<file path="src/verilog/mmu_pkg.sv">
// ==============================
// MMU shared definitions
// Address widths, PTE layout, enums
// ==============================

package mmu_pkg;

  // Address geometry
  localparam int vaddr_width       = 16;
  localparam int paddr_width       = 12;
  localparam int page_offset_width = 8;
  localparam int vpn_level_width   = 4;
  localparam int ppn_width         = 4;
  localparam int vtag_width        = 2 * vpn_level_width;

  // Data path and RAM
  localparam int word_width     = 32;
  localparam int ram_addr_width = 10;
  localparam int ram_depth      = 2 ** ram_addr_width;
  // Word index of a PTE inside its table page
  localparam int pte_idx_width  = ram_addr_width - ppn_width;

  // TLB
  localparam int tlb_entries   = 4;
  localparam int tlb_idx_width = $clog2(tlb_entries);

  // PTE bit positions
  localparam int pte_v_bit   = 0;
  localparam int pte_r_bit   = 1;
  localparam int pte_w_bit   = 2;
  localparam int pte_x_bit   = 3;
  localparam int pte_u_bit   = 4;
  localparam int pte_d_bit   = 7;
  localparam int pte_ppn_lsb = 10;

  typedef enum logic {
    e_load,
    e_store
  } mem_op_e;

  typedef enum logic {
    e_priv_u,
    e_priv_s
  } priv_e;

  typedef enum logic [1:0] {
    e_walk_idle,
    e_walk_l1,
    e_walk_l0
  } walk_state_e;

endpackage

</file>
<file path="src/verilog/page_walker.sv">
// ==============================
// Two-level page table walker
// Fills the TLB or flags a page fault
// ==============================
`timescale 1ns/1ps

module page_walker (
  input  logic                                clk_i,
  input  logic                                reset_i,
  input  logic                                start_i,
  input  logic [mmu_pkg::vaddr_width-1:0]     start_vaddr_i,
  input  logic                                start_store_i,
  input  logic [mmu_pkg::ppn_width-1:0]       base_ppn_i,
  input  logic [mmu_pkg::word_width-1:0]      ram_rdata_i,
  output logic                                ram_rd_o,
  output logic [mmu_pkg::ram_addr_width-1:0]  ram_addr_o,
  output logic                                busy_o,
  output logic                                fill_v_o,
  output logic [mmu_pkg::vtag_width-1:0]      fill_vtag_o,
  output logic [mmu_pkg::ppn_width-1:0]       fill_ppn_o,
  output logic                                fill_u_o,
  output logic                                fill_w_o,
  output logic                                fill_d_o,
  output logic                                fault_v_o,
  output logic [mmu_pkg::vaddr_width-1:0]     fault_vaddr_o,
  output logic                                fault_store_o
);

  mmu_pkg::walk_state_e                   state_r;
  logic                                   wait_r;
  logic                                   fill_v_r;
  logic                                   fault_v_r;
  logic [mmu_pkg::vaddr_width-1:0]        vaddr_r;
  logic                                   store_r;
  logic [mmu_pkg::ppn_width-1:0]          table_ppn_r;
  logic [mmu_pkg::ppn_width-1:0]          leaf_ppn_r;
  logic                                   leaf_u_r;
  logic                                   leaf_w_r;
  logic                                   leaf_d_r;

  logic [mmu_pkg::vpn_level_width-1:0]    vpn_sel;
  logic [mmu_pkg::pte_idx_width-1:0]      pte_idx;
  logic [mmu_pkg::ppn_width-1:0]          pte_ppn;
  logic                                   pte_valid;
  logic                                   l1_fault;

  assign pte_ppn   = ram_rdata_i[mmu_pkg::pte_ppn_lsb +: mmu_pkg::ppn_width];
  assign pte_valid = ram_rdata_i[mmu_pkg::pte_v_bit];
  // Leaf bits at level 1 mean a superpage, which is not supported
  assign l1_fault  = ~pte_valid | ram_rdata_i[mmu_pkg::pte_r_bit]
                   | ram_rdata_i[mmu_pkg::pte_w_bit] | ram_rdata_i[mmu_pkg::pte_x_bit];

  // PTE address is the table page plus the VPN field of this level
  assign vpn_sel = (state_r == mmu_pkg::e_walk_l1)
                 ? vaddr_r[mmu_pkg::vaddr_width-1 -: mmu_pkg::vpn_level_width]
                 : vaddr_r[mmu_pkg::page_offset_width +: mmu_pkg::vpn_level_width];
  assign pte_idx = {{(mmu_pkg::pte_idx_width - mmu_pkg::vpn_level_width){1'b0}}, vpn_sel};

  assign ram_addr_o = {table_ppn_r, pte_idx};
  assign ram_rd_o   = (state_r != mmu_pkg::e_walk_idle) & ~wait_r;
  assign busy_o     = (state_r != mmu_pkg::e_walk_idle);

  always_ff @(posedge clk_i) begin
    if (reset_i) begin
      state_r   <= mmu_pkg::e_walk_idle;
      wait_r    <= 1'b0;
      fill_v_r  <= 1'b0;
      fault_v_r <= 1'b0;
    end else begin
      fill_v_r  <= 1'b0;
      fault_v_r <= 1'b0;
      case (state_r)
        mmu_pkg::e_walk_idle: begin
          if (start_i) begin
            state_r <= mmu_pkg::e_walk_l1;
            wait_r  <= 1'b0;
          end
        end
        mmu_pkg::e_walk_l1: begin
          if (!wait_r) begin
            wait_r <= 1'b1;
          end else if (l1_fault) begin
            fault_v_r <= 1'b1;
            state_r   <= mmu_pkg::e_walk_idle;
          end else begin
            state_r <= mmu_pkg::e_walk_l0;
            wait_r  <= 1'b0;
          end
        end
        mmu_pkg::e_walk_l0: begin
          if (!wait_r) begin
            wait_r <= 1'b1;
          end else begin
            fault_v_r <= ~pte_valid;
            fill_v_r  <= pte_valid;
            state_r   <= mmu_pkg::e_walk_idle;
          end
        end
        default: state_r <= mmu_pkg::e_walk_idle;
      endcase
    end
  end

  always_ff @(posedge clk_i) begin
    if ((state_r == mmu_pkg::e_walk_idle) && start_i) begin
      vaddr_r     <= start_vaddr_i;
      store_r     <= start_store_i;
      table_ppn_r <= base_ppn_i;
    end else if ((state_r == mmu_pkg::e_walk_l1) && wait_r) begin
      table_ppn_r <= pte_ppn;
    end
    if ((state_r == mmu_pkg::e_walk_l0) && wait_r) begin
      leaf_ppn_r <= pte_ppn;
      leaf_u_r   <= ram_rdata_i[mmu_pkg::pte_u_bit];
      leaf_w_r   <= ram_rdata_i[mmu_pkg::pte_w_bit];
      leaf_d_r   <= ram_rdata_i[mmu_pkg::pte_d_bit];
    end
  end

  // Results come out in the first idle cycle
  assign fill_v_o      = fill_v_r;
  assign fill_vtag_o   = vaddr_r[mmu_pkg::vaddr_width-1 -: mmu_pkg::vtag_width];
  assign fill_ppn_o    = leaf_ppn_r;
  assign fill_u_o      = leaf_u_r;
  assign fill_w_o      = leaf_w_r;
  assign fill_d_o      = leaf_d_r;
  assign fault_v_o     = fault_v_r;
  assign fault_vaddr_o = vaddr_r;
  assign fault_store_o = store_r;

endmodule

</file>
<file path="config.mk">
export PLATFORM = sky130hd
export DESIGN_NAME = page_walker
export DESIGN_NICKNAME = d
export VERILOG_FILES = /design/src/verilog/mmu_pkg.sv /design/src/verilog/page_walker.sv
export SDC_FILE = /design/constraint.sdc
export NUM_CORES = 1
export LEC_CHECK = 0
export BUFFER_PORTS_ARGS = -buffer_cell sky130_fd_sc_hd__buf_4
export CAP_MARGIN = 10
export CORE_ASPECT_RATIO = 2
export CORE_MARGIN = 10
export CORE_UTILIZATION = 37
export CTS_BUF_LIST = sky130_fd_sc_hd__clkbuf_4
export DETAILED_ROUTE_END_ITERATION = 16
export PLACE_DENSITY = 0.78
export SLEW_MARGIN = 20
export SYNTH_ARGS = -nofsm -noshare
export SYNTH_HDL_FRONTEND = slang
export SYNTH_SLANG_ARGS = --single-unit
</file>
<file path="constraint.sdc">
create_clock -name clk_i -period 1.7 [get_ports clk_i]
set_clock_uncertainty 0.1 [all_clocks]
set_input_delay 0.255 -clock clk_i [delete_from_list [all_inputs] [get_ports clk_i]]
set_output_delay 0.255 -clock clk_i [all_outputs]
set_load 0.02 [all_outputs]
</file>
==> metrics.md <==
| Metric | Value |
|---|---|
| Status | `finished with violations` |
| Violated checks | `negative setup slack` |
| Post-synth top area share | `63.34%` |
| Met1 Resource Use GR | `between 10% and 20%` |
| Row cnt | `30` |
| Max Buffers Root-to-Sink | `2` |
| Core ar. | `about 3400 sq um` |
| Fill cell count | `between 150 and 200` |
| Area delta synth->final | `80.02%` |
| FF+latch count, synth | `33` |
| Fmax | `around 550 MHz` |
| Vias | `around 1100` |
| Tot GR Track Use | `around an eighth` |
| H-tree Lvls | `2` |
| CTS tree | `built` |
| Starting DRT DRC Count | `13` |
| Number of global-route vias before repair | `between 1000 and 1500` |
| Fin Setup TNS | `-0.5038 ns` |
| Worst EP arrival | `1.45 ns` |
| GRT met2 Usage | `19.56%` |
| Utilization after layout | `between 60 and 70%` |
| Total power | `1.863 mW` |
| Critical Path, Cell by Cell | `inv_2, ha_4, buf_6, mux2_4, buf_6` |
| Hold Worst Slack | `0.06967 ns` |
| Final Max Tran Viols | `0` |
| Routability-driven placement congestion ratio | `0.7897` |
| Period utilization | `106.4%` |
| CP required | `around 1.3 ns` |
| DR pass1 iterations | `4` |
| Clk root buf | `clkbuf_4` |
| Slowest stage cell, crit path | `dfxtp_2` |
| I/O Buffers | `just under 80` |
| Drt drc | `0` |
| Avg Inst Size Synth | `approximately 16 sq um` |
| Crit-path max cell delay | `between 0.3 and 0.4 ns` |
| Synth area leaders | `edfxtp_1, dfxtp_1, buf_4` |
| Area leader, netlist | `edfxtp_1` |
| RSZ-0062 raised after global routing | `yes` |
| Setup CP Type | `reg2out` |
| Post-Syn Area | `1328 sq um` |
| Peak VDD IR | `0.0005374 V` |
| Initial core utilization | `between 30% and 40%` |
| Io pins | `102` |
| # clock sinks | `33` |
| Hold Crit Class | `in2reg` |
| DIE HEIGHT | `~100 um` |
| Remaining global-route overflow | `0` |
| Final setup fails | `5` |
| TritonCTS Buffers | `5` |
| CP startpoint kind | `flop` |
| Met3 global-route usage | `just over 9%` |
| Die width | `62.36 um` |
| Vias per Instance | `around 4.5` |
| Setup ws final | `-0.1083 ns` |
| Clock Latency Late Sink | `0.34 ns` |
| Cells after Synth | `83` |
| Register area | `approximately 950 sq um` |
| Netlist cell types | `24` |
| Worst Path Max Fanout | `5` |
| Hpwl dp | `roughly 3000 um` |
| Final Critical Period | `1.808 ns` |
| CP most frequent cell | `buf_6` |
| Multi-input logic area | `approximately 370 sq um` |
| Gr busiest metal | `met2` |
| Post-DR wirelength/cell | `about 17 um` |
| Final nets | `roughly 250` |
| Power per cell area | `slightly below 800 nW/um^2` |
| Synth warnings | `0` |
| Share of layout cells above drive strength 1 | `59.59%` |
| First-pass GRT wire length | `about 6400 um` |
| Clk slew on worst S/H paths | `approximately 0.1 ns` |
| Total leakage power | `between 1 and 1.5 nW` |
| Total placed instance area | `around 1900 sq um` |
| Largest net degree at the start of global routing | `18` |
| Seq/Total Area, Yosys | `between 70 and 80%` |
| MaxCap Viol Count | `0` |
| Ant. Diodes | `0` |
| Routed Antenna Nets | `0` |
| Die Area | `6529 sq um` |
| Setup crit end kind | `output pin` |
| Final wirelength | `between 4000 and 5000 um` |
| Fin. Hold Viols | `0` |
| Antenna violations before repair | `0` |
| Fin area | `2390 sq um` |
## layout by cell type, fill, tap and decap left out, types with 2 or more instances in the layout
cell | synthesis | final
clkbuf_4 | 0 | 5
inv_2 | 0 | 3
nor2b_1 | 3 | 2
nand2_1 | 4 | 4
o21ai_0 | 2 | 2
buf_6 | 0 | 9
inv_1 | 5 | 2
conb_1 | 1 | 2
dfxtp_1 | 5 | 3
clkinv_1 | 0 | 2
buf_4 | 10 | 77
edfxtp_1 | 28 | 28
mux2_4 | 0 | 4
dlygate4sd3_1 | 0 | 25
ha_4 | 0 | 3
mux2_2 | 5 | 4
## worst max-delay path: cells and delay by family, from the launching register on
kind	cells	cell delay, ns
flops	1	0.35
mux	1	0.30
buf+inv	3	0.31
fa+ha+maj	1	0.16
## registers in the layout, summed over array words and instances, names as in the netlist
register and count:
fill_d_o 1, fill_v_o 1, fault_v_o 1, fill_u_o 1, fill_ppn_o 4, fault_vaddr_o 16
table_ppn_r 4, state_r 2, fault_store_o 1, wait_r 1, fill_w_o 1
## synthesized netlist by cell type
cell and instances:
edfxtp_1 28, buf_4 10, dfxtp_1 5, inv_1 5, mux2_2 5, ha_1 4
nand2_1 4, mux2_1 3, nor2b_1 3, o21ai_0 2, a21oi_1 1, and2_1 1
and3_1 1, and4_2 1, buf_2 1, conb_1 1, nor2_1 1, nor3b_1 1
o211ai_1 1, o21ba_2 1, o221a_2 1, o41ai_1 1, or4b_1 1, or4b_4 1
## kinds of logic after synthesis
group,after synthesis,share of synthesized area (%)
flops,33,70.88
compound gates,7,3.958
buf+inv,16,7.445
simple gates,14,6.880
mux,8,6.786
other cells,1,0.2825
fa+ha+maj,4,3.770
## layer usage
metal | share of wire [%] | vias to the layer above
met3 | 15 | 9
met1 | 36 | 487
met2 | 47 | 81
met4 | 2.9 | 0
met5 | 0 | -
li1 | - | 507
## area by class of cell
cell class / count / share of cell area, %
tap: 48 / 2.513
timing repair buffer: 112 / 39.74
clock inverter: 3 / 0.5236
inverter: 5 / 0.7853
sequential: 33 / 39.58
clock buffer: 5 / 1.571
multi-input combinational: 35 / 15.29
## what timing repair did
| item | in CTS | in global routing |
|---|---|---|
| pin swaps | 2 | 3 |
| hold buffers | 25 | 0 |
| setup endpoints to repair | 7 | 7 |
| setup buffers | 3 | 2 |
| endpoints found under the hold margin | 25 | 0 |
| gates resized for setup | 15 | 14 |
## stage by stage
step / setup WS [ns] / instances
2_1_floorplan: 0.002993 / 84
3_3_place_gp: 0.01487 / 203
3_5_place_dp: -0.05069 / 203
4_1_cts: -0.1205 / 239
5_1_grt: -0.1811 / 241
6_report: -0.1083 / 241
## power breakdown
part / internal (mW) / total, mW / switching (mW)
combinational: 0.270 / 0.494 / 0.224
clock: 0.149 / 0.411 / 0.262
sequential: 0.932 / 0.958 / 0.0264
## worst paths after layout
| check | from | endpoint | cells past startpoint | slack [ns] |
|---|---|---|---|---|
| worst max register to register | state_r[1]$_SDFFE_PP0P_ | state_r[1]$_SDFFE_PP0P_ | 7 | -0.08 |
| worst max-delay path | state_r[1]$_SDFFE_PP0P_ | ram_addr_o[2] | 5 | -0.11 |
| worst min-delay path | ram_rdata_i[0] | fill_v_o$_SDFF_PP0_ | 2 | 0.07 |
| worst min register to register | state_r[0]$_SDFFE_PP0P_ | state_r[0]$_SDFFE_PP0P_ | 1 | 0.50 |
Power figures use the tool's default switching activity.
