===== src/verilog/mmu_pkg.sv =====
// ==============================
// MMU shared definitions
// Address widths, PTE layout, enums
// ==============================

package mmu_pkg;

  // Address geometry
  localparam int vaddr_width       = 16;
  localparam int paddr_width       = 12;
  localparam int page_offset_width = 8;
  localparam int vpn_level_width   = 4;
  localparam int ppn_width         = 4;
  localparam int vtag_width        = 2 * vpn_level_width;

  // Data path and RAM
  localparam int word_width     = 32;
  localparam int ram_addr_width = 10;
  localparam int ram_depth      = 2 ** ram_addr_width;
  // Word index of a PTE inside its table page
  localparam int pte_idx_width  = ram_addr_width - ppn_width;

  // TLB
  localparam int tlb_entries   = 4;
  localparam int tlb_idx_width = $clog2(tlb_entries);

  // PTE bit positions
  localparam int pte_v_bit   = 0;
  localparam int pte_r_bit   = 1;
  localparam int pte_w_bit   = 2;
  localparam int pte_x_bit   = 3;
  localparam int pte_u_bit   = 4;
  localparam int pte_d_bit   = 7;
  localparam int pte_ppn_lsb = 10;

  typedef enum logic {
    e_load,
    e_store
  } mem_op_e;

  typedef enum logic {
    e_priv_u,
    e_priv_s
  } priv_e;

  typedef enum logic [1:0] {
    e_walk_idle,
    e_walk_l1,
    e_walk_l0
  } walk_state_e;

endpackage


===== src/verilog/dtlb.sv =====
// ==============================
// Data TLB, fully associative
// Registered lookup, round-robin fill
// ==============================
`timescale 1ns/1ps

module dtlb (
  input  logic                              clk_i,
  input  logic                              reset_i,
  input  logic                              flush_i,
  input  logic                              lookup_v_i,
  input  logic [mmu_pkg::vtag_width-1:0]    lookup_vtag_i,
  input  logic                              fill_v_i,
  input  logic [mmu_pkg::vtag_width-1:0]    fill_vtag_i,
  input  logic [mmu_pkg::ppn_width-1:0]     fill_ppn_i,
  input  logic                              fill_u_i,
  input  logic                              fill_w_i,
  input  logic                              fill_d_i,
  output logic                              hit_o,
  output logic                              miss_o,
  output logic [mmu_pkg::ppn_width-1:0]     ppn_o,
  output logic                              u_o,
  output logic                              w_o,
  output logic                              d_o
);

  logic [mmu_pkg::tlb_entries-1:0]   valid_r;
  logic [mmu_pkg::vtag_width-1:0]    tag_r [mmu_pkg::tlb_entries];
  logic [mmu_pkg::ppn_width-1:0]     ppn_r [mmu_pkg::tlb_entries];
  logic [mmu_pkg::tlb_entries-1:0]   u_r;
  logic [mmu_pkg::tlb_entries-1:0]   w_r;
  logic [mmu_pkg::tlb_entries-1:0]   d_r;
  logic [mmu_pkg::tlb_idx_width-1:0] fill_ptr_r;

  logic [mmu_pkg::tlb_entries-1:0]   match;
  logic                              bypass;
  logic                              hit;
  logic [mmu_pkg::ppn_width-1:0]     sel_ppn;
  logic                              sel_u;
  logic                              sel_w;
  logic                              sel_d;

  always_comb begin
    sel_ppn = '0;
    sel_u   = 1'b0;
    sel_w   = 1'b0;
    sel_d   = 1'b0;
    for (int i = 0; i < mmu_pkg::tlb_entries; i++) begin
      match[i] = valid_r[i] & (tag_r[i] == lookup_vtag_i);
      if (match[i]) begin
        sel_ppn = ppn_r[i];
        sel_u   = u_r[i];
        sel_w   = w_r[i];
        sel_d   = d_r[i];
      end
    end
    // A fill in the same cycle is visible to the lookup
    bypass = fill_v_i & (fill_vtag_i == lookup_vtag_i);
    if (bypass) begin
      sel_ppn = fill_ppn_i;
      sel_u   = fill_u_i;
      sel_w   = fill_w_i;
      sel_d   = fill_d_i;
    end
    hit = bypass | (|match);
  end

  always_ff @(posedge clk_i) begin
    if (reset_i) begin
      valid_r    <= '0;
      fill_ptr_r <= '0;
      hit_o      <= 1'b0;
      miss_o     <= 1'b0;
    end else begin
      hit_o  <= lookup_v_i & hit;
      miss_o <= lookup_v_i & ~hit;
      if (flush_i) begin
        valid_r <= '0;
      end else if (fill_v_i) begin
        valid_r[fill_ptr_r] <= 1'b1;
        fill_ptr_r          <= fill_ptr_r + 1'b1;
      end
    end
  end

  // Entry payload and lookup fields
  always_ff @(posedge clk_i) begin
    if (fill_v_i) begin
      tag_r[fill_ptr_r] <= fill_vtag_i;
      ppn_r[fill_ptr_r] <= fill_ppn_i;
      u_r[fill_ptr_r]   <= fill_u_i;
      w_r[fill_ptr_r]   <= fill_w_i;
      d_r[fill_ptr_r]   <= fill_d_i;
    end
    ppn_o <= sel_ppn;
    u_o   <= sel_u;
    w_o   <= sel_w;
    d_o   <= sel_d;
  end

endmodule


===== config.mk =====
export PLATFORM = sky130hd
export DESIGN_NAME = dtlb
export DESIGN_NICKNAME = d
export VERILOG_FILES = /design/src/verilog/mmu_pkg.sv /design/src/verilog/dtlb.sv
export SDC_FILE = /design/constraint.sdc
export NUM_CORES = 1
export LEC_CHECK = 0
export ABC_AREA = 1
export BUFFER_PORTS_ARGS = -buffer_cell sky130_fd_sc_hd__buf_2
export CORE_ASPECT_RATIO = 1.75
export CORE_MARGIN = 4
export CORE_UTILIZATION = 45
export CTS_CLUSTER_DIAMETER = 100
export CTS_CLUSTER_SIZE = 8
export DETAILED_ROUTE_END_ITERATION = 7
export PLACE_DENSITY = 0.63
export SLEW_MARGIN = 20
export SYNTH_ARGS = -nofsm -noshare
export SYNTH_HDL_FRONTEND = slang
export SYNTH_SLANG_ARGS = --single-unit
export TNS_END_PERCENT = 30

===== constraint.sdc =====
create_clock -name clk_i -period 3.6 [get_ports clk_i]
set_clock_uncertainty 0.2 [all_clocks]
set_input_delay 0.18 -clock clk_i [delete_from_list [all_inputs] [get_ports clk_i]]
set_output_delay 0.18 -clock clk_i [all_outputs]
set_load 0.05 [all_outputs]

==> results of run 1 <==
cell usage in the layout, fill, tap and decap left out, types with 4 or more instances in the layout:
master,synthesis,layout
edfxtp_1,60,60
inv_2,13,13
dlygate4sd3_1,0,19
inv_1,40,40
clkbuf_16,0,9
nand2_1,112,112
nor2_1,23,23
buf_2,2,36
dfxtp_1,15,15
nand3_1,26,26
nand3b_1,6,6
clkinv_2,1,5
ha_1,4,4
xor2_1,8,8
a21oi_1,6,6
o21ai_0,12,12
metal layers:
layer | part of all wire | vias to the layer above
met3 | 0.037 | 16
met5 | 0 | -
met1 | 0.37 | 1169
li1 | - | 1293
met2 | 0.57 | 59
met4 | 0.026 | 0
stage by stage:
| stage | instances | setup slack, ps | hold WS, ps | area [sq um] |
|---|---|---|---|---|
| floorplan | 363 | 2132 | 78.87 | 3501 |
| global placement | 483 | 1799 | 224.2 | 3766 |
| detailed placement | 483 | 1779 | 228.8 | 3766 |
| CTS | 518 | 1662 | 89.09 | 4265 |
| global route | 518 | 1537 | 160.9 | 4265 |
| finish | 518 | 1654 | 98.01 | 4265 |
kinds of logic after synthesis:
| logic type | synth area share |
|---|---|
| and+or+nand+nor | 0.2498 |
| DFF | 0.6004 |
| buffers and inverters | 0.06719 |
| AOI/OAI and AO/OA | 0.03610 |
| xor gates and xnor gates | 0.03217 |
| adders and majority gates | 0.01430 |
flip-flops by register name, indices dropped and copies added, names as in the netlist:
name / count
hit_o: 1
valid_r: 4
d_o: 1
u_r: 4
tag_r: 32
w_o: 1
fill_ptr_r: 2
ppn_o: 4
w_r: 4
u_o: 1
d_r: 4
ppn_r: 16
miss_o: 1
worst max path at each step:
stage                         startpoint  endpoint  slack, ps  cells past startpoint
final                     fill_vtag_i[7]  ppn_o[2]       1650                     11
after global routing      fill_vtag_i[7]  ppn_o[2]       1540                     11
after CTS                 fill_vtag_i[7]  ppn_o[2]       1660                     11
after detailed placement     tag_r[0][4]  ppn_o[3]       1780                      8
after global placement       tag_r[0][4]  ppn_o[3]       1800                      8
after floorplan            fill_ptr_r[0]    d_r[2]       2130                      4
tightest hold or removal path, delay by kind of cell:
family | cells | cell delay, ps
AND/OR/NAND/NOR | 1 | 30
AO/OA/AOI/OAI | 1 | 70
buffers and inverters | 3 | 290
final cells by class:
type                    count  share of cell area
well taps                  88             0.02581
multi-input cells         229              0.2728
clock inverters             6             0.01877
repair buffers             55             0.08683
flip-flops and latches     75              0.4928
inverters                  55             0.04928
clock buffers              10             0.05368
Yosys cell counts (2+ instances only):
| cell type | instances | area, sq um |
|---|---|---|
| xnor2_1 | 3 | 26.28 |
| nand2_2 | 3 | 18.77 |
| buf_4 | 2 | 15.01 |
| inv_2 | 13 | 48.80 |
| a21boi_1 | 2 | 15.01 |
| nand3_1 | 26 | 130.1 |
| o21ai_1 | 3 | 15.01 |
| nand3b_1 | 6 | 45.04 |
| nor3_1 | 3 | 15.01 |
| ha_1 | 4 | 50.05 |
| a21oi_1 | 6 | 30.03 |
| dfxtp_1 | 15 | 300.3 |
| buf_2 | 2 | 10.01 |
| inv_1 | 40 | 150.1 |
| nor2_2 | 3 | 18.77 |
| o21ai_0 | 12 | 60.06 |
| nand4_1 | 2 | 12.51 |
| nand2_4 | 3 | 33.78 |
| nand2_1 | 112 | 420.4 |
| or2_2 | 2 | 12.51 |
| edfxtp_1 | 60 | 1802 |
| nor2_4 | 3 | 33.78 |
| nor2_1 | 23 | 86.33 |
| xor2_1 | 8 | 70.07 |
power groups by stage:
stage / Sequential [mW] / Clock [mW] / Combinational, mW
2_1_floorplan: 0.996 / 0 / 0.0803
3_3_place_gp: 0.995 / 0 / 0.135
3_5_place_dp: 0.996 / 0 / 0.137
4_1_cts: 0.978 / 0.949 / 0.154
5_1_grt: 0.980 / 0.978 / 0.171
6_report: 0.978 / 0.930 / 0.153
==> reports/qor.csv, run 1 <==
stage;metric;value;unit
critical_path;critPathArrivalTime;1970;ps
hold_path;holdCritPathClass;input pin to flop;
power_and_ir_drop;leakage;1.969;nW
sta;tightest_slew;783.1;ps
status;outcome;finished clean;
clock_network;clock_latency;340;ps
placed_design;place_congestion;0.8076;
clock_network;cts_tree;built;
grt;grt_first_pass_wirelength;12840;microns
grt;use_met2;0.3432;
final_layout;n_antenna_cell;0;
final_layout;fin_util;0.5637;
clock_network;hold_buffers;19;
route;drcViolationCount;0;
hold_path;whs_path_depth;5;
placed_design;numPortBuffers;36;
clock_network;root_buffer;clkbuf_16;
power_and_ir_drop;power.density;483.2;mW/mm^2
critical_path;r2r_end;ppn_o[0];
route;drt_pre_antenna_iters;4;
logic_synthesis;syn_nets;395;
logic_synthesis;synth_edf_count;60;
logic_synthesis;ys_ff_latch;75;
logic_synthesis;synthesis.area;0.003501;sq mm
clock_network;clk_pin_slew;60;ps
sta;rsz0062_at_grt;false;
grt;grt_use_met1;0.1950;
clock_network;clockBufferDepth;2;
power_and_ir_drop;ir_worst_vdd;0.3158;mV
sta;fin_crit;1946;ps
grt;grt_pass1_vias;2619;
final_layout;nets;457;
sta;relSlewSlack;0.4774;
logic_synthesis;synth-async-reset-ratio;0;
power_and_ir_drop;combPwrFrac;0.074;
logic_synthesis;synthFlopType;edfxtp_1;
logic_synthesis;ys_seq_area_frac;0.6004;
critical_path;required;3630;ps
sta;min_period_over_period;0.5406;
power_and_ir_drop;p_clk_frac;0.451;
route;postRouteWirelength;7878;microns
logic_synthesis;synthCells;363;
power_and_ir_drop;internal-power;1.622;mW
critical_path;end_kind;flop;
clock_network;cts_resized;0;
power_and_ir_drop;p_seq_frac;0.475;
route;vias;2537;
grt;overflow;0;
grt;antenna_found_initial;0;
grt;grtUsageMet3;0.04604;
critical_path;start_kind;input pin;
clock_network;cts_sinks;75;
critical_path;worstSetupPathType;input pin to flop;
logic_synthesis;yosysWarnings;0;
grt;grt_max_degree;17;
floorplanning;dieWidth;74.68;microns
grt;track_usage;0.1895;
clock_network;h-tree-depth;3;
critical_path;slowest_delay;520;ps
clock_network;numCtsBuffers;9;
floorplanning;dieArea;0.009310;sq mm
critical_path;rr_startpoint;tag_r[0][4];
final_layout;regArea;0.002102;sq mm
floorplanning;start_util;0.4626;
route;ant_nets;0;
final_layout;area_growth;21.84;%
final_layout;drive_gt1_frac;0.1953;
sta;final.setup.tns;0;ps
critical_path;crit_chain;dlygate4sd3_1 > buf_2 > inv_1 > nand2_1 > nand2_2 > nor3_4 > nand4_4 > nand3_1 > nand2_1 > nor2_1 > nand2_1;
power_and_ir_drop;switching_share;0.2129;
critical_path;worst-path-buf-inv;3;
power_and_ir_drop;finalPower;2.061;mW
floorplanning;io_pins;37;
sta;fmaxAchievable;0.5138;GHz
flow_run;maxCapViolations;0;
sta;hold_violations;0;
hold_path;min_from;fill_v_i;
sta;setup_viol;0;
placed_design;dpl.hpwl;5695;microns
critical_path;r2r_slack;1770;ps
logic_synthesis;avgSynthCellArea;9.644;sq um
floorplanning;row_count;42;
critical_path;reg2reg_depth;8;
critical_path;worst-path-max-fanout;10;
sta;drv_slew;0;
floorplanning;core_area;0.007567;sq mm
route;vias_per_cell;4.898;
power_and_ir_drop;p_sw;438.8;uW
route;drt_iter0_drc;130;
critical_path;cp_common_cell;nand2_1;
final_layout;nFillCells;692;
critical_path;cp_top_family;simple AND/OR/NAND/NOR gates;
floorplanning;die_h;124.7;microns
clock_network;cts_setup_buffers;0;
hold_path;hold_end;fill_ptr_r[1];
grt;busiest_layer;met2;
critical_path;crit_slowest_cell;dlygate4sd3_1;
final_layout;multiInputGateArea;0.001164;sq mm
route;routedWlPerCell;15.21;microns
logic_synthesis;synth_cell_type_count;31;
No activity file was read; power rests on OpenSTA's default activity.
==> run 2: changes to the inputs <==
- clock period: 3.6 -> 1.85 ns (I/O delays scaled with it)
==> run 2 against run 1 <==
  * Design area increased by 5.4%
  * Sequential share of layout area decreased by 2.5 points
  * Final cell count increased by 3.7%
  * Total power increased by 91%
  * Largest power group unchanged
  * Critical path type is now flop to flop
  * Count of clock-buffer cells in the layout increased by 1
  * Non-clock buffer count increased by 18
  * Worst hold slack got worse by 50 ps
==> reports/qor.csv, run 2 (synthesized netlist as in run 1, its figures left out) <==
stage;metric;value;unit;change
status;outcome;finished clean;;
route;vias_per_cell;4.931;;+0.68%
critical_path;rr_startpoint;tag_r[3][6];;
sta;worst_slack;129.1;ps;-1525 ps
route;top_layer_used;met4;;
grt;overflow;0;;unchanged
final_layout;nets;476;;+4.2%
floorplanning;dieArea;0.009310;sq mm;unchanged
floorplanning;core_area;0.007567;sq mm;unchanged
grt;grt_first_pass_wirelength;12900;microns;+0.49%
grt;antenna_found_initial;0;;unchanged
floorplanning;die_h;124.7;microns;unchanged
route;routed-wl-met3;263;microns;-9.0%
final_layout;instances_no_fill;537;;+3.7%
critical_path;r2r_slack;130;ps;-1640 ps
route;ant_nets;0;;unchanged
final_layout;reg_top3;tag_r: 32 flops, ppn_r: 16 flops;;
route;drt_pre_antenna_iters;4;;unchanged
grt;grt_max_degree;17;;unchanged
route;routedWlPerCell;15.56;microns;+2.3%
route;routed-wl-met2;4840;microns;+7.4%
grt;grt_pass1_vias;2756;;+5.2%
hold_path;min_from;fill_vtag_i[0];;
flow_run;maxCapViolations;0;;unchanged
final_layout;regMostFlops;tag_r;;
route;drt_iter0_drc;118;;-9.2%
sta;fin_crit;1721;ps;
route;drcViolationCount;0;;unchanged
sta;drv_slew;0;;unchanged
clock_network;h-tree-depth;3;;unchanged
clock_network;clk_pin_slew;50;ps;about the same
critical_path;start_kind;flop;;
placed_design;numPortBuffers;36;;unchanged
power_and_ir_drop;leakage;2.069;nW;+5.1%
floorplanning;dieWidth;74.68;microns;unchanged
critical_path;worst-path-max-fanout;9;;-1
clock_network;cts_tree;built;;
critical_path;worstSetupPathType;flop to flop;;
clock_network;clock_latency;330;ps;about the same
final_layout;area_growth;28.38;%;
final_layout;n_antenna_cell;0;;unchanged
route;drt-met1-wl;2988;microns;+3.9%
final_layout;fin_util;0.5939;;+0.03026
route;vias;2648;;+4.4%
placed_design;place_congestion;0.7752;;-4.0%
hold_path;holdCritPathClass;input pin to flop;;
final_layout;largest_reg_flops;32;;unchanged
sta;hold_violations;0;;unchanged
sta;hold_slack;47.68;ps;-50.34 ps
critical_path;required;1880;ps;-1750 ps
placed_design;dp_slack;69.90;ps;-1709 ps
placed_design;dp_cells;489;;+1.2%
sta;final.setup.tns;0;ps;unchanged
sta;min_period_over_period;0.9302;;
sta;fmaxAchievable;0.5811;GHz;
hold_path;whs_path_depth;3;;-2
sta;tightest_slew;427.8;ps;-355.2 ps
route;postRouteWirelength;8357;microns;+6.1%
clock_network;root_buffer;clkbuf_16;;
clock_network;clockBufferDepth;2;;unchanged
final_layout;regArea;0.002103;sq mm;about the same
clock_network;cts_sinks;75;;unchanged
floorplanning;io_pins;37;;unchanged
final_layout;drive_gt1_frac;0.2383;;+0.04296
floorplanning;start_util;0.4626;;unchanged
sta;setup_viol;0;;unchanged
sta;relSlewSlack;0.7145;;+0.2371
critical_path;critPathArrivalTime;1750;ps;-220 ps
final_layout;final_area;0.004494;sq mm;+5.4%
power_and_ir_drop;finalPower;3.944;mW;+91%
clock_network;numCtsBuffers;9;;unchanged
power_and_ir_drop;ir_worst_vdd;0.6484;mV;+110%
final_layout;multiInputGateArea;0.001227;sq mm;+5.5%
critical_path;r2r_end;ppn_o[0];;
placed_design;place_area;0.003824;sq mm;+1.5%
final_layout;final_cell_mix;111 x nand2_1, 60 x edfxtp_1, 39 x inv_1, 33 x buf_2, 23 x nand3_1;;
final_layout;final_common_cell;nand2_1;;
final_layout;nFillCells;675;;-2.5%
critical_path;reg2reg_depth;8;;unchanged
floorplanning;row_count;42;;unchanged
grt;track_usage;0.1890;;-0.0004858
hold_path;hold_end;tag_r[0][0];;
placed_design;dpl.hpwl;5848;microns;+2.7%
critical_path;end_kind;flop;;
power_and_ir_drop;power.density;877.5;mW/mm^2;+82%
[run 2: cell count changes in the layout (fill, tap and decap cells not counted), moves of 2 or more]
cell	previous run	this run
nand3_2	1	3
dlymetal6s4s_1	0	3
buf_6	0	3
nor2_4	3	5
buf_4	0	14
clkinv_2	5	1
buf_2	36	33
nand3_1	26	23
clkinvlp_4	0	3
nor2_1	23	20
[run 2: timing repair]
item	4_1_cts	5_1_grt
hold buffers	20	2
setup endpoints to repair	0	23
buffers inserted	0	10
resized for setup	0	23
hold endpoints to repair	75	6
[run 2: area by class of cell]
| cell class | instances | share of cell area |
|---|---|---|
| Timing Repair Buffer | 73 | 0.1228 |
| Inverter | 55 | 0.04788 |
| Clock buffer | 11 | 0.05178 |
| Tap cell | 88 | 0.02450 |
| Sequential cell | 75 | 0.4680 |
| Multi-Input combinational cell | 230 | 0.2731 |
| Clock inverter | 5 | 0.01197 |
[run 2: worst max-delay path, stage by stage (launching register included)]
cell and delay, ps:
edfxtp_1 380, xnor2_1 220, nand4_1 180, nor2_2 230, inv_4 100, o21ai_1 160, inv_1 50, nand2_1 60
nand2_1 40
[run 2: report_power, final]
part,internal [mW],switching (mW)
clock network,1.04,0.644
logic,0.143,0.217
registers,1.88,0.0204
[run 2: per-layer routing]
layer	vias up	GRT usage
met3	21	0.03231
met4	0	0.1017
met1	1239	0.1876
li1	1332	-
met2	56	0.3499
met5	-	0
[run 2: worst max path at each step]
stage	endpoint	from	slack [ps]	cells after the start
global placement	ppn_o[2]	tag_r[2][5]	90	10
detailed placement	tag_r[2][4]	fill_ptr_r[0]	70	4
global route	u_o	tag_r[1][5]	-7	11
CTS	fill_ptr_r[1]	fill_ptr_r[0]	30	5
floorplan	d_r[2]	fill_ptr_r[0]	380	4
finish	ppn_o[0]	tag_r[3][6]	130	8
